<file path="config.mk">
export PLATFORM = sky130hd
export DESIGN_NAME = if_stage
export DESIGN_NICKNAME = d
export VERILOG_FILES = /design/src/source/if_pkg.sv /design/src/source/if_stage.sv /design/src/source/if_pc_check.sv /design/src/source/if_id_register.sv /design/src/source/if_fetch_unit.sv /design/src/source/if_pc_select.sv
export SDC_FILE = /design/constraint.sdc
export NUM_CORES = 1
export LEC_CHECK = 0
export BUFFER_PORTS_ARGS = -buffer_cell sky130_fd_sc_hd__clkbuf_2
export CORE_UTILIZATION = 52
export CTS_CLUSTER_DIAMETER = 50
export CTS_CLUSTER_SIZE = 40
export DETAILED_ROUTE_END_ITERATION = 6
export MAX_ROUTING_LAYER = met4
export PLACE_DENSITY = 0.8
export SLEW_MARGIN = 20
export SYNTH_ARGS = -nofsm -noshare
export SYNTH_HDL_FRONTEND = slang
export SYNTH_SLANG_ARGS = --single-unit
</file>
<file path="constraint.sdc">
create_clock -name clk_i -period 2.5 [get_ports clk_i]
set_input_delay 0.25 -clock clk_i [delete_from_list [all_inputs] [get_ports clk_i]]
set_output_delay 0.25 -clock clk_i [all_outputs]
set_load 0.05 [all_outputs]
</file>
<file path="src/source/if_pkg.sv">
// instruction fetch stage package
// shared types, encodings and constants for the fetch blocks

package if_pkg;

  // address or instruction word
  typedef logic [31:0] xlen_t;

  ////////////////////////////////////////////////////////////
  // encodings
  ////////////////////////////////////////////////////////////

  // source of the next fetch address
  typedef enum logic [2:0] {
    PC_BOOT,
    PC_JUMP,
    PC_EXC,
    PC_ERET,
    PC_DRET
  } pc_sel_e;

  // exception target selection
  typedef enum logic [1:0] {
    EXC_PC_EXC,
    EXC_PC_IRQ,
    EXC_PC_DBD,
    EXC_PC_DBG_EXC
  } exc_pc_sel_e;

  // fetch unit bus FSM
  typedef enum logic [1:0] {
    FETCH_IDLE,
    FETCH_WAIT_GNT,
    FETCH_WAIT_RVALID
  } fetch_state_e;

  ////////////////////////////////////////////////////////////
  // bundles
  ////////////////////////////////////////////////////////////

  typedef struct packed {
    logic       irq_int;
    logic [4:0] lower_cause;
  } exc_cause_t;

  // fetched word handed from the fetch unit to IF-ID
  typedef struct packed {
    logic  valid;
    xlen_t rdata;
    xlen_t addr;
    logic  err;
  } fetch_out_t;

  // contents of the IF-ID register
  typedef struct packed {
    xlen_t rdata;
    xlen_t pc;
    logic  fetch_err;
  } id_instr_t;

  // boot entry sits this far above the aligned boot base
  localparam logic [7:0]  BootOffset   = 8'h80;
  // all internal interrupts share the NMI slot
  localparam logic [4:0]  NmiCause     = 5'd31;
  // low bits dropped from mtvec and boot address
  localparam int unsigned VecAlignBits = 8;
  // every instruction is one aligned word
  localparam xlen_t       InstrBytes   = 32'd4;

endpackage
</file>
<file path="src/source/if_stage.sv">
// instruction fetch stage top level
// pc select, fetch unit, IF-ID register and pc check

`timescale 1ns/10ps

module if_stage import if_pkg::*; #(
  parameter xlen_t DmHaltAddr      = 32'h1A110800,
  parameter xlen_t DmExceptionAddr = 32'h1A110808
) (
  input  logic        clk_i,
  input  logic        rst_ni,
  input  logic        req_i,
  // instruction bus
  output logic        instr_req_o,
  output xlen_t       instr_addr_o,
  input  logic        instr_gnt_i,
  input  logic        instr_rvalid_i,
  input  xlen_t       instr_rdata_i,
  input  logic        instr_bus_err_i,
  // control from the core
  input  logic        pc_set_i,
  input  pc_sel_e     pc_mux_i,
  input  exc_pc_sel_e exc_pc_mux_i,
  input  exc_cause_t  exc_cause_i,
  input  xlen_t       boot_addr_i,
  input  xlen_t       branch_target_i,
  input  xlen_t       csr_mepc_i,
  input  xlen_t       csr_depc_i,
  input  xlen_t       csr_mtvec_i,
  input  logic        id_in_ready_i,
  input  logic        instr_valid_clear_i,
  // towards decode
  output logic        instr_valid_id_o,
  output logic        instr_new_id_o,
  output id_instr_t   id_instr_o,
  output xlen_t       pc_if_o,
  output logic        csr_mtvec_init_o,
  output logic        pc_mismatch_alert_o,
  output logic        if_busy_o
);

  xlen_t      fetch_addr_n;
  fetch_out_t fetch;
  logic       fetch_ready;
  logic       instr_new_d;

  if_pc_select #(
    .DmHaltAddr      (DmHaltAddr),
    .DmExceptionAddr (DmExceptionAddr)
  ) i_pc_select (
    .pc_mux_i         (pc_mux_i),
    .pc_set_i         (pc_set_i),
    .exc_pc_mux_i     (exc_pc_mux_i),
    .exc_cause_i      (exc_cause_i),
    .boot_addr_i      (boot_addr_i),
    .branch_target_i  (branch_target_i),
    .csr_mepc_i       (csr_mepc_i),
    .csr_depc_i       (csr_depc_i),
    .csr_mtvec_i      (csr_mtvec_i),
    .fetch_addr_n_o   (fetch_addr_n),
    .csr_mtvec_init_o (csr_mtvec_init_o)
  );

  // every pc set redirects the fetch unit
  if_fetch_unit i_fetch_unit (
    .clk_i           (clk_i),
    .rst_ni          (rst_ni),
    .req_i           (req_i),
    .branch_i        (pc_set_i),
    .branch_addr_i   (fetch_addr_n),
    .ready_i         (fetch_ready),
    .instr_req_o     (instr_req_o),
    .instr_addr_o    (instr_addr_o),
    .instr_gnt_i     (instr_gnt_i),
    .instr_rvalid_i  (instr_rvalid_i),
    .instr_rdata_i   (instr_rdata_i),
    .instr_bus_err_i (instr_bus_err_i),
    .fetch_o         (fetch),
    .busy_o          (if_busy_o)
  );

  if_id_register i_id_register (
    .clk_i               (clk_i),
    .rst_ni              (rst_ni),
    .fetch_i             (fetch),
    .id_in_ready_i       (id_in_ready_i),
    .pc_set_i            (pc_set_i),
    .instr_valid_clear_i (instr_valid_clear_i),
    .fetch_ready_o       (fetch_ready),
    .instr_new_d_o       (instr_new_d),
    .instr_valid_id_o    (instr_valid_id_o),
    .instr_new_id_o      (instr_new_id_o),
    .id_instr_o          (id_instr_o)
  );

  if_pc_check i_pc_check (
    .clk_i               (clk_i),
    .rst_ni              (rst_ni),
    .instr_new_d_i       (instr_new_d),
    .branch_i            (pc_set_i),
    .fetch_i             (fetch),
    .pc_id_i             (id_instr_o.pc),
    .pc_mismatch_alert_o (pc_mismatch_alert_o)
  );

  // address of the instruction waiting in the fetch buffer
  assign pc_if_o = fetch.addr;

endmodule

</file>
<file path="src/source/if_pc_check.sv">
// sequential pc consistency check
// flags any fetch that does not follow the decode pc by one word

`timescale 1ns/10ps

module if_pc_check import if_pkg::*; (
  input  logic       clk_i,
  input  logic       rst_ni,
  input  logic       instr_new_d_i,
  input  logic       branch_i,
  input  fetch_out_t fetch_i,
  input  xlen_t      pc_id_i,
  output logic       pc_mismatch_alert_o
);

  logic  seq_d, seq_q;
  logic  alert_d, alert_q;
  xlen_t pc_id_incr;

  // no check right after reset, a redirect or a faulting fetch
  assign seq_d = (seq_q | instr_new_d_i) & ~branch_i & ~(fetch_i.valid & fetch_i.err);

  assign pc_id_incr = pc_id_i + InstrBytes;
  // only a live fetch carries a meaningful address
  assign alert_d    = seq_q & fetch_i.valid & (fetch_i.addr != pc_id_incr);

  always_ff @(posedge clk_i or negedge rst_ni) begin
    if (!rst_ni) begin
      seq_q   <= 1'b0;
      alert_q <= 1'b0;
    end else begin
      seq_q   <= seq_d;
      alert_q <= alert_d;
    end
  end

  assign pc_mismatch_alert_o = alert_q;

endmodule

</file>
<file path="src/source/if_id_register.sv">
// IF-ID pipeline register
// holds the instruction handed to decode, with its valid and new flags

`timescale 1ns/10ps

module if_id_register import if_pkg::*; (
  input  logic       clk_i,
  input  logic       rst_ni,
  input  fetch_out_t fetch_i,
  input  logic       id_in_ready_i,
  input  logic       pc_set_i,
  input  logic       instr_valid_clear_i,
  output logic       fetch_ready_o,
  output logic       instr_new_d_o,
  output logic       instr_valid_id_o,
  output logic       instr_new_id_o,
  output id_instr_t  id_instr_o
);

  logic      instr_valid_id_d, instr_valid_id_q;
  logic      instr_new_id_q;
  logic      id_we;
  id_instr_t id_instr_q;

  // decode pulls straight from the fetch buffer
  assign fetch_ready_o = id_in_ready_i;

  // write strobe, a fetch squashed by a pc set is not taken
  assign id_we = fetch_i.valid & id_in_ready_i & ~pc_set_i;

  // valid holds until decode clears it
  assign instr_valid_id_d = id_we | (instr_valid_id_q & ~instr_valid_clear_i);

  always_ff @(posedge clk_i or negedge rst_ni) begin
    if (!rst_ni) begin
      instr_valid_id_q <= 1'b0;
      instr_new_id_q   <= 1'b0;
    end else begin
      instr_valid_id_q <= instr_valid_id_d;
      instr_new_id_q   <= id_we;
    end
  end

  // payload, frozen while decode stalls
  always_ff @(posedge clk_i or negedge rst_ni) begin
    if (!rst_ni) begin
      id_instr_q <= '0;
    end else if (id_we) begin
      id_instr_q.rdata     <= fetch_i.rdata;
      id_instr_q.pc        <= fetch_i.addr;
      id_instr_q.fetch_err <= fetch_i.err;
    end
  end

  assign instr_new_d_o    = id_we;
  assign instr_valid_id_o = instr_valid_id_q;
  // one cycle pulse per instruction entering decode
  assign instr_new_id_o   = instr_new_id_q;
  assign id_instr_o       = id_instr_q;

endmodule

</file>
<file path="src/source/if_fetch_unit.sv">
// single outstanding fetch unit
// issues word requests on the instruction bus, drops responses that predate
// the last branch and keeps one fetched instruction for the IF-ID register

`timescale 1ns/10ps

module if_fetch_unit import if_pkg::*; (
  input  logic       clk_i,
  input  logic       rst_ni,
  input  logic       req_i,
  input  logic       branch_i,
  input  xlen_t      branch_addr_i,
  input  logic       ready_i,
  // instruction bus
  output logic       instr_req_o,
  output xlen_t      instr_addr_o,
  input  logic       instr_gnt_i,
  input  logic       instr_rvalid_i,
  input  xlen_t      instr_rdata_i,
  input  logic       instr_bus_err_i,
  // towards IF-ID
  output fetch_out_t fetch_o,
  output logic       busy_o
);

  fetch_state_e state_q, state_d;
  xlen_t        fetch_addr_q, fetch_addr_d;
  xlen_t        req_addr_q, req_addr_d;
  xlen_t        branch_addr_w;
  xlen_t        next_req_addr;
  logic         discard_q, discard_d;
  logic         rsp_done;
  logic         rsp_drop;
  logic         buf_we;
  logic         buf_drain;
  fetch_out_t   buf_q, buf_d;

  // targets are forced onto a word boundary
  assign branch_addr_w = {branch_addr_i[31:2], 2'b00};
  assign next_req_addr = branch_i ? branch_addr_w : fetch_addr_q;

  // response of the outstanding request
  assign rsp_done  = (state_q == FETCH_WAIT_RVALID) & instr_rvalid_i;
  // stale if a branch came after it was issued, or comes right now
  assign rsp_drop  = discard_q | branch_i;
  assign buf_we    = rsp_done & ~rsp_drop;
  assign buf_drain = buf_q.valid & ready_i;

  ////////////////////////////////////////////////////////////
  // bus FSM
  ////////////////////////////////////////////////////////////

  always_comb begin
    state_d    = state_q;
    req_addr_d = req_addr_q;
    unique case (state_q)
      FETCH_IDLE: begin
        // buffer is free, or frees up this cycle, or is flushed by the branch
        if (req_i & (branch_i | ~buf_q.valid | buf_drain)) begin
          state_d    = FETCH_WAIT_GNT;
          req_addr_d = next_req_addr;
        end
      end
      FETCH_WAIT_GNT: begin
        // request and address stay put until grant
        if (instr_gnt_i) begin
          state_d = FETCH_WAIT_RVALID;
        end
      end
      FETCH_WAIT_RVALID: begin
        if (instr_rvalid_i) begin
          // a dropped response leaves the buffer empty, so go again at once
          if (req_i & rsp_drop) begin
            state_d    = FETCH_WAIT_GNT;
            req_addr_d = next_req_addr;
          end else begin
            state_d = FETCH_IDLE;
          end
        end
      end
      default: state_d = FETCH_IDLE;
    endcase
  end

  // mark the request in flight as stale on a branch
  always_comb begin
    discard_d = discard_q;
    if (rsp_done) begin
      discard_d = 1'b0;
    end
    if (branch_i & ((state_q == FETCH_WAIT_GNT) |
                    ((state_q == FETCH_WAIT_RVALID) & ~instr_rvalid_i))) begin
      discard_d = 1'b1;
    end
  end

  // next word to fetch
  always_comb begin
    fetch_addr_d = fetch_addr_q;
    if (branch_i) begin
      fetch_addr_d = branch_addr_w;
    end else if (buf_we) begin
      fetch_addr_d = req_addr_q + InstrBytes;
    end
  end

  ////////////////////////////////////////////////////////////
  // response buffer
  ////////////////////////////////////////////////////////////

  always_comb begin
    buf_d = buf_q;
    if (buf_drain) begin
      buf_d.valid = 1'b0;
    end
    if (buf_we) begin
      buf_d.valid = 1'b1;
      buf_d.rdata = instr_rdata_i;
      buf_d.addr  = req_addr_q;
      buf_d.err   = instr_bus_err_i;
    end
    // flush on redirect
    if (branch_i) begin
      buf_d.valid = 1'b0;
    end
  end

  always_ff @(posedge clk_i or negedge rst_ni) begin
    if (!rst_ni) begin
      state_q      <= FETCH_IDLE;
      req_addr_q   <= '0;
      fetch_addr_q <= '0;
      discard_q    <= 1'b0;
      buf_q        <= '0;
    end else begin
      state_q      <= state_d;
      req_addr_q   <= req_addr_d;
      fetch_addr_q <= fetch_addr_d;
      discard_q    <= discard_d;
      buf_q        <= buf_d;
    end
  end

  assign instr_req_o  = (state_q == FETCH_WAIT_GNT);
  assign instr_addr_o = req_addr_q;
  assign fetch_o      = buf_q;
  assign busy_o       = (state_q != FETCH_IDLE);

endmodule

</file>
<file path="src/source/if_pc_select.sv">
// next pc selection
// builds the exception vector and picks the next fetch address on a pc set

`timescale 1ns/10ps

module if_pc_select import if_pkg::*; #(
  parameter xlen_t DmHaltAddr      = 32'h1A110800,
  parameter xlen_t DmExceptionAddr = 32'h1A110808
) (
  input  pc_sel_e     pc_mux_i,
  input  logic        pc_set_i,
  input  exc_pc_sel_e exc_pc_mux_i,
  input  exc_cause_t  exc_cause_i,
  input  xlen_t       boot_addr_i,
  input  xlen_t       branch_target_i,
  input  xlen_t       csr_mepc_i,
  input  xlen_t       csr_depc_i,
  input  xlen_t       csr_mtvec_i,
  output xlen_t       fetch_addr_n_o,
  output logic        csr_mtvec_init_o
);

  logic [4:0] irq_vec;
  xlen_t      exc_pc;
  xlen_t      boot_pc;

  // internal interrupts all land on the nmi entry
  assign irq_vec = exc_cause_i.irq_int ? NmiCause : exc_cause_i.lower_cause;

  // exception / interrupt / debug entry
  always_comb begin
    unique case (exc_pc_mux_i)
      EXC_PC_EXC:     exc_pc = {csr_mtvec_i[31:VecAlignBits], {VecAlignBits{1'b0}}};
      // vectored mode, cause times four above the base
      EXC_PC_IRQ:     exc_pc = {csr_mtvec_i[31:VecAlignBits], {(VecAlignBits-7){1'b0}},
                                irq_vec, 2'b00};
      EXC_PC_DBD:     exc_pc = DmHaltAddr;
      EXC_PC_DBG_EXC: exc_pc = DmExceptionAddr;
      default:        exc_pc = {csr_mtvec_i[31:VecAlignBits], {VecAlignBits{1'b0}}};
    endcase
  end

  assign boot_pc = {boot_addr_i[31:VecAlignBits], BootOffset};

  // next fetch address
  always_comb begin
    unique case (pc_mux_i)
      PC_BOOT: fetch_addr_n_o = boot_pc;
      PC_JUMP: fetch_addr_n_o = branch_target_i;
      PC_EXC:  fetch_addr_n_o = exc_pc;
      // return from trap / debug
      PC_ERET: fetch_addr_n_o = csr_mepc_i;
      PC_DRET: fetch_addr_n_o = csr_depc_i;
      default: fetch_addr_n_o = boot_pc;
    endcase
  end

  // csr file loads mtvec from the boot address
  assign csr_mtvec_init_o = pc_set_i & (pc_mux_i == PC_BOOT);

endmodule

</file>
# Yosys cells after proc, flatten, opt, wreduce, memory -nomap -nowiden
# Index checks and enable logic that the tools add are counted.
[totals]
in_bits = 212
word_cells = 88
out_inout_bits = 135
ff_bits = 202
[classes]
addsub = 2
eq_ne = 14
muxes = 20
reduce_logical = 10
n_bitwise = 27
[ops]
columns = ["cell", "n"]
rows = [
  ["32-bit one-hot mux with 4 select lines", 2],
  ["32-bit two-way mux", 6],
  ["66-bit two-way mux", 1],
  ["32-bit by 3-bit adder with 32-bit output (second input constant)", 2],
  ["32-bit one-hot mux with 2 select lines", 1],
  ["32-bit != test", 1],
  ["1-bit AND", 15],
  ["2-bit nonzero test", 4],
  ["2-bit equality test (second input constant)", 3],
  ["3-bit by 2-bit equality test with 1-bit output (second input constant)", 2],
  ["2-bit two-way mux", 3],
  ["1-bit NOT", 6],
  ["1-bit bitwise OR", 6],
  ["2-bit one-hot mux with 3 select lines", 1],
  ["1-bit two-way mux", 5],
  ["5-bit two-way mux", 1],
  ["2-bit by 1-bit equality test with 1-bit output (second input constant)", 2],
  ["2-bit zero test", 2],
  ["2-bit by 1-bit != test with 1-bit output (second input constant)", 2],
  ["2-bit != test (second input constant)", 2],
  ["4-bit AND reduction", 1],
  ["3-bit by 1-bit equality test with 1-bit output (second input constant)", 1],
  ["3-bit equality test (second input constant)", 1],
  ["3-bit zero test", 1],
  ["other kinds (2)", 2],
]

# Depth between registers and ports, before layout
[logic_depth]
word_depth = 7
mapped_depth = 10
depth_no_buf = 8

# Modules after synthesis
# A second synthesis with hierarchy kept.
[hier_totals]
hier_cells = 1147
area_unflattened_um2 = 11483.5
[modules_own_cells]
columns = ["mod", "seq_area_each_um2", "area_each_um2", "cells_per_inst", "instances"]
rows = [
  ["if_fetch_unit", 3328.2, 6058.3, 648, 1],
  ["if_id_register", 1676.6, 2613.8, 144, 1],
  ["if_pc_select", 0.0, 1664.1, 203, 1],
  ["if_pc_check", 50.0, 1147.4, 152, 1],
]

# Least setup slack after synthesis
# Ideal clock, no wire load.
[synth_timing]
kind = "input to output"
start = "in pc_set_i"
end = "out csr_mtvec_init_o"
stages = 5
t_required_ps = 2250
path_buffers = 3
arrival_time_ps = 2662
slack_ps = -412
path_cell_list = "clkbuf_1 -> clkinv_1 -> clkbuf_1 -> buf_1 -> nor4_1"
[synth_between]
elab_chain_len = 1
[synth_rtl]
columns = ["item", "line_no", "source"]
rows = [
  ["start: declaration", "if_stage.sv:21", "input logic pc_set_i,"],
  ["1-bit AND", "if_pc_select.sv:59", "assign csr_mtvec_init_o = pc_set_i & (pc_mux_i == PC_BOOT);"],
  ["end: declaration", "if_stage.sv:37", "output logic csr_mtvec_init_o,"],
]
# Every way passes these cells.

# Final worst setup path
[layout_timing]
start = "reg i_id_register.id_instr_q (netlist bit i_id_register.id_instr_o[4])"
end = "reg i_pc_check.alert_q, in the netlist i_pc_check.pc_mismatch_alert_o"
[layout_between]
elab_chain_len = 3
[layout_rtl]
columns = ["item", "line_no", "source"]
rows = [
  ["start: declaration", "if_id_register.sv:23", "id_instr_t id_instr_q;"],
  ["32-bit by 3-bit adder with 32-bit output", "if_pc_check.sv:23", "assign pc_id_incr = pc_id_i + InstrBytes;"],
  ["32-bit != test", "if_pc_check.sv:25", "assign alert_d = seq_q & fetch_i.valid & (fetch_i.addr != pc_id_incr);"],
  ["1-bit AND", "if_pc_check.sv:25", ""],
  ["net i_pc_check.alert_d", "if_pc_check.sv:17", "logic alert_d, alert_q;"],
  ["end signal: assignment", "if_pc_check.sv:33", "alert_q <= alert_d;"],
  ["end: declaration", "if_pc_check.sv:17", ""],
]
# The timed path passes the listed nets, and every way through them passes these cells.
# A chain may end at the register's enable or synchronous reset.

==> key figures <==
Status
  • Run status: finished, final reports clean

Worst setup path
  • CP Class: reg -> reg
  • CP required: 2.85 ns
  • Delay of the slowest critical-path stage: 0.40 ns
  • Data arrival, critical path: 2.71 ns
  • CP max-delay cell: dfrtp_2
  • Cell Chain, Critical Path: ha_2, nand4_4, or3_1, a211o_1, a2111oi_2, nand3_1, nor4_2, a41oi_2
  • Critical Path Sink Type: flip-flop
  • Crit path max fanout: 5
  • Startpoint Class: flip-flop

STA
  • Least-Margin Pin Slew: 0.856 ns
  • Slew Limit Fails: 0
  • Final min period: 2.36 ns
  • Clock Skews: 0.0180 ns
  • Finish-stage setup viols: 0
  • Hold slack final: 0.0635 ns
  • Final Hold Viols: 0
  • RSZ-0062 raised after global routing: false
  • Setup TNS: 0 ns
  • Fmax: between 400 and 500 MHz
  • Tcrit/Tclk final: 94.5%
  • Max-slew headroom: 42.7%

Yosys
  • Synth async-reset ratio: 100%
  • Synth Area in Simple Gates: between 20% and 30%
  • Synth warn: 0
  • Cells after Synth: 1294
  • Post-Syn Area: 10700 um2
  • Compound-Gate Fraction of Synth Area: ~14%
  • Mux contribution to synthesized area: less than 1%
  • Number of flops mapped to enable cells by yosys: 0
  • Sequential area share after synthesis: around 47%
  • Top_reg_cell synth: dfrtp_1
  • Synth Area in Adders: less than 1%
  • Post-Syn Area per Cell: 8.29 um2
  • Combinational family with the most area after synthesis: simple AND/OR/NAND/NOR gates
  • Synth Area in XOR/XNOR: 5.64%
  • Synth Register Bits: approximately 200
  • Synthesized Nets: roughly 1500
  • Distinct cells, synth: 60

Floorplan
  • Total I/O pin count: 347
  • DIE WIDTH: 146 um
  • Die Y: 146 um
  • Initial Util: 53.0%
  • Core ar.: 20200 um2
  • Die footprint: 21200 um2
  • Row count: 52

Layout
  • Share of post-route cells with drive strength above 1: between 20% and 30%
  • Final net count: 1826
  • Final std cells w/o fill: 1896
  • Area Growth Syn to Fin: 26.8%
  • Fillers: between 1500 and 2000

Route
  • Routed WL: 33200 um
  • DR iter-0 viols: about 700
  • Residual DRC: 0
  • WL/cell: about 18 um
  • 1st-pass router iterations: 7
  • DR vias/cell: 5.55
  • Remaining antenna violation count after routing: 0
  • DR vias: between 10000 and 15000

Pwr
  • Sw frac: 48.6%
  • P_int: 7.72 mW
  • Combinational share of power: 43.7%
  • P per Cell Area: 1100 nW/um2
  • Leakage power: 6.92 nW
  • VDD IR-drop max: approximately 0.00061 V
  • Clock Power Share: 18.7%
  • Part of the power in registers: between 30% and 40%
  • Switching power: approximately 7.3 mW

CTS
  • Worst skew pair latency: 0.49 ns
  • H-tree depth: 1
  • Clock root buffer: clkbuf_16
  • CTS Buf Count: 18
  • CTS Buffer Depth: 3
  • CTS clk-pin slew, worst paths: 0.09 ns
  • TritonCTS clock tree: yes
  • Total clock sinks: 202
  • Post-CTS Setup Inserts: 0

Global route
  • GR Util All Layers: 32.0%
  • Vias in the first global route: roughly 10000
  • Largest net degree at the start of global routing: 77
  • Initial antenna violation count: 2
  • First-pass GRT wire length: 52300 um
  • Gr ovfl total: 0

Placement
  • Post-placement cell count: 1826
  • Placer Congestion: 0.944
  • Port buffer count: 324
  • Detail Placement HPWL: 24100 um

Worst hold path
  • Hold crit path type: in -> reg

Flow run
  • Max-cap violations: 0
==> registers in the layout, summed over array words and instances (netlist names) <==
register                        cells
i_fetch_unit.instr_addr_o          32
i_fetch_unit.fetch_o               66
i_id_register.instr_new_id_o        1
i_pc_check.seq_q                    1
i_fetch_unit.fetch_addr_q          32
i_fetch_unit.discard_q              1
i_id_register.id_instr_o           65
i_fetch_unit.state_q                2
i_pc_check.pc_mismatch_alert_o      1
i_id_register.instr_valid_id_o      1
==> path summary, 6_finish.rpt <==
kind	from	end	slack, ns	depth (start not counted)
hold reg to reg	i_fetch_unit.fetch_o[58]	i_id_register.id_instr_o[58]	0.47	2
setup reg to reg	i_id_register.id_instr_o[4]	i_pc_check.pc_mismatch_alert_o	0.14	8
min in group asynchronous	rst_ni	i_id_register.instr_new_id_o	0.35	2
hold / removal	id_in_ready_i	i_fetch_unit.fetch_o[65]	0.06	2
setup / recovery	i_id_register.id_instr_o[4]	i_pc_check.pc_mismatch_alert_o	0.14	8
max in group asynchronous	rst_ni	i_fetch_unit.instr_addr_o[10]	1.39	3
==> cells in the final DEF, fill, tap and decap left out, drive strengths merged, types with 7 or more instances in the layout <==
cell	n
a22o	9
xor2	26
dfrtp	202
nand2	456
buf	50
clkbuf	347
o211ai	20
o21ai	86
a222oi	10
nor2	60
a21oi	34
inv	10
a31oi	19
and3	9
a22oi	24
nand3	31
nor4	13
mux2i	8
nor2b	26
xnor2	43
nor3	12
nand4	16
dlygate4sd3	36
a211oi	8
clkinv	7
==> cells in the mapped netlist, drive strengths merged, types with 3 or more instances <==
master	number	share of area (%)
a22o	9	0.74
nand2b	4	0.23
nor2b	26	1.5
a21oi	34	1.6
a211oi	8	0.56
nand4	16	1.1
buf	42	2.7
o31ai	4	0.28
a211o	3	0.25
and4	6	0.49
a21o	5	0.35
dfrtp	202	47
a31oi	19	1.1
mux2i	8	0.75
o32a	4	0.37
nor3	12	0.61
a22oi	24	1.7
or3	5	0.29
inv	8	0.28
nand3	31	1.5
and2	6	0.35
nand2	456	16
xnor2	43	3.5
nor2	60	2.1
xor2	26	2.1
o22ai	5	0.29
o21ai	86	4.0
nor4	13	0.96
and3	9	0.53
o211ai	20	1.4
clkbuf	70	2.5
a222oi	10	0.93
==> power groups by stage <==
stage               clock network, mW  registers [mW]  logic, mW
finish                           2.81            5.65       6.55
global route                     2.98            5.80       6.98
CTS                              2.86            5.61       6.51
detailed placement                  0            5.66       6.43
global placement                    0            5.59       6.32
floorplan                           0            7.11       3.24
==> routing by layer <==
layer	global-route usage (%)	part of all wire, %	up-vias
met2	52.4	49	471
met1	39.1	40	4951
li1	-	-	4980
met3	3.73	5.7	114
met4	16.6	5.4	0
met5	-	0	-
==> timing repair <==
item,in CTS,in global routing
hold buffers,36,0
gates resized for setup,0,4
hold endpoints to repair,107,0
setup endpoints to repair,0,1
==> worst max-delay path, delay by kind of cell, from the launching register on <==
kind / cells / cell delay [ns]
AO/OA/AOI/OAI: 3 / 0.70
AND/OR/NAND/NOR: 4 / 0.90
adder cells (fa/ha/maj): 1 / 0.23
flip-flops: 1 / 0.40
==> cell families after synthesis <==
family | count (synthesis)
AO/OA/AOI/OAI | 238
adder cells (fa/ha/maj) | 2
multiplexers | 9
buffers and inverters | 122
XOR/XNOR | 69
flip-flops | 202
AND/OR/NAND/NOR | 652
==> final cells by class <==
| cell class | count | area [um2] | share of cell area, % |
|---|---|---|---|
| multi-input cells | 970 | 5120 | 37.7 |
| repair buffers | 410 | 2420 | 17.8 |
| flip-flops and latches | 202 | 5070 | 37.3 |
| well taps | 270 | 338 | 2.49 |
| clock inverters | 9 | 82.6 | 0.608 |
| diodes | 2 | 5.00 | 0.0368 |
| clock buffers | 23 | 520 | 3.83 |
| inverters | 10 | 37.5 | 0.276 |
==> stage by stage <==
stage,util [%],power [mW],instance area [um2],setup WS (ns)
global route,67.2,15.8,13600,0.0132
detailed placement,62.3,12.1,12600,0.0797
CTS,67.0,15.0,13600,0.0654
global placement,62.3,11.9,12600,0.170
floorplan,-,10.3,10700,0.0000160
finish,67.2,15.0,13600,0.137
Power figures use the tool's default switching activity.
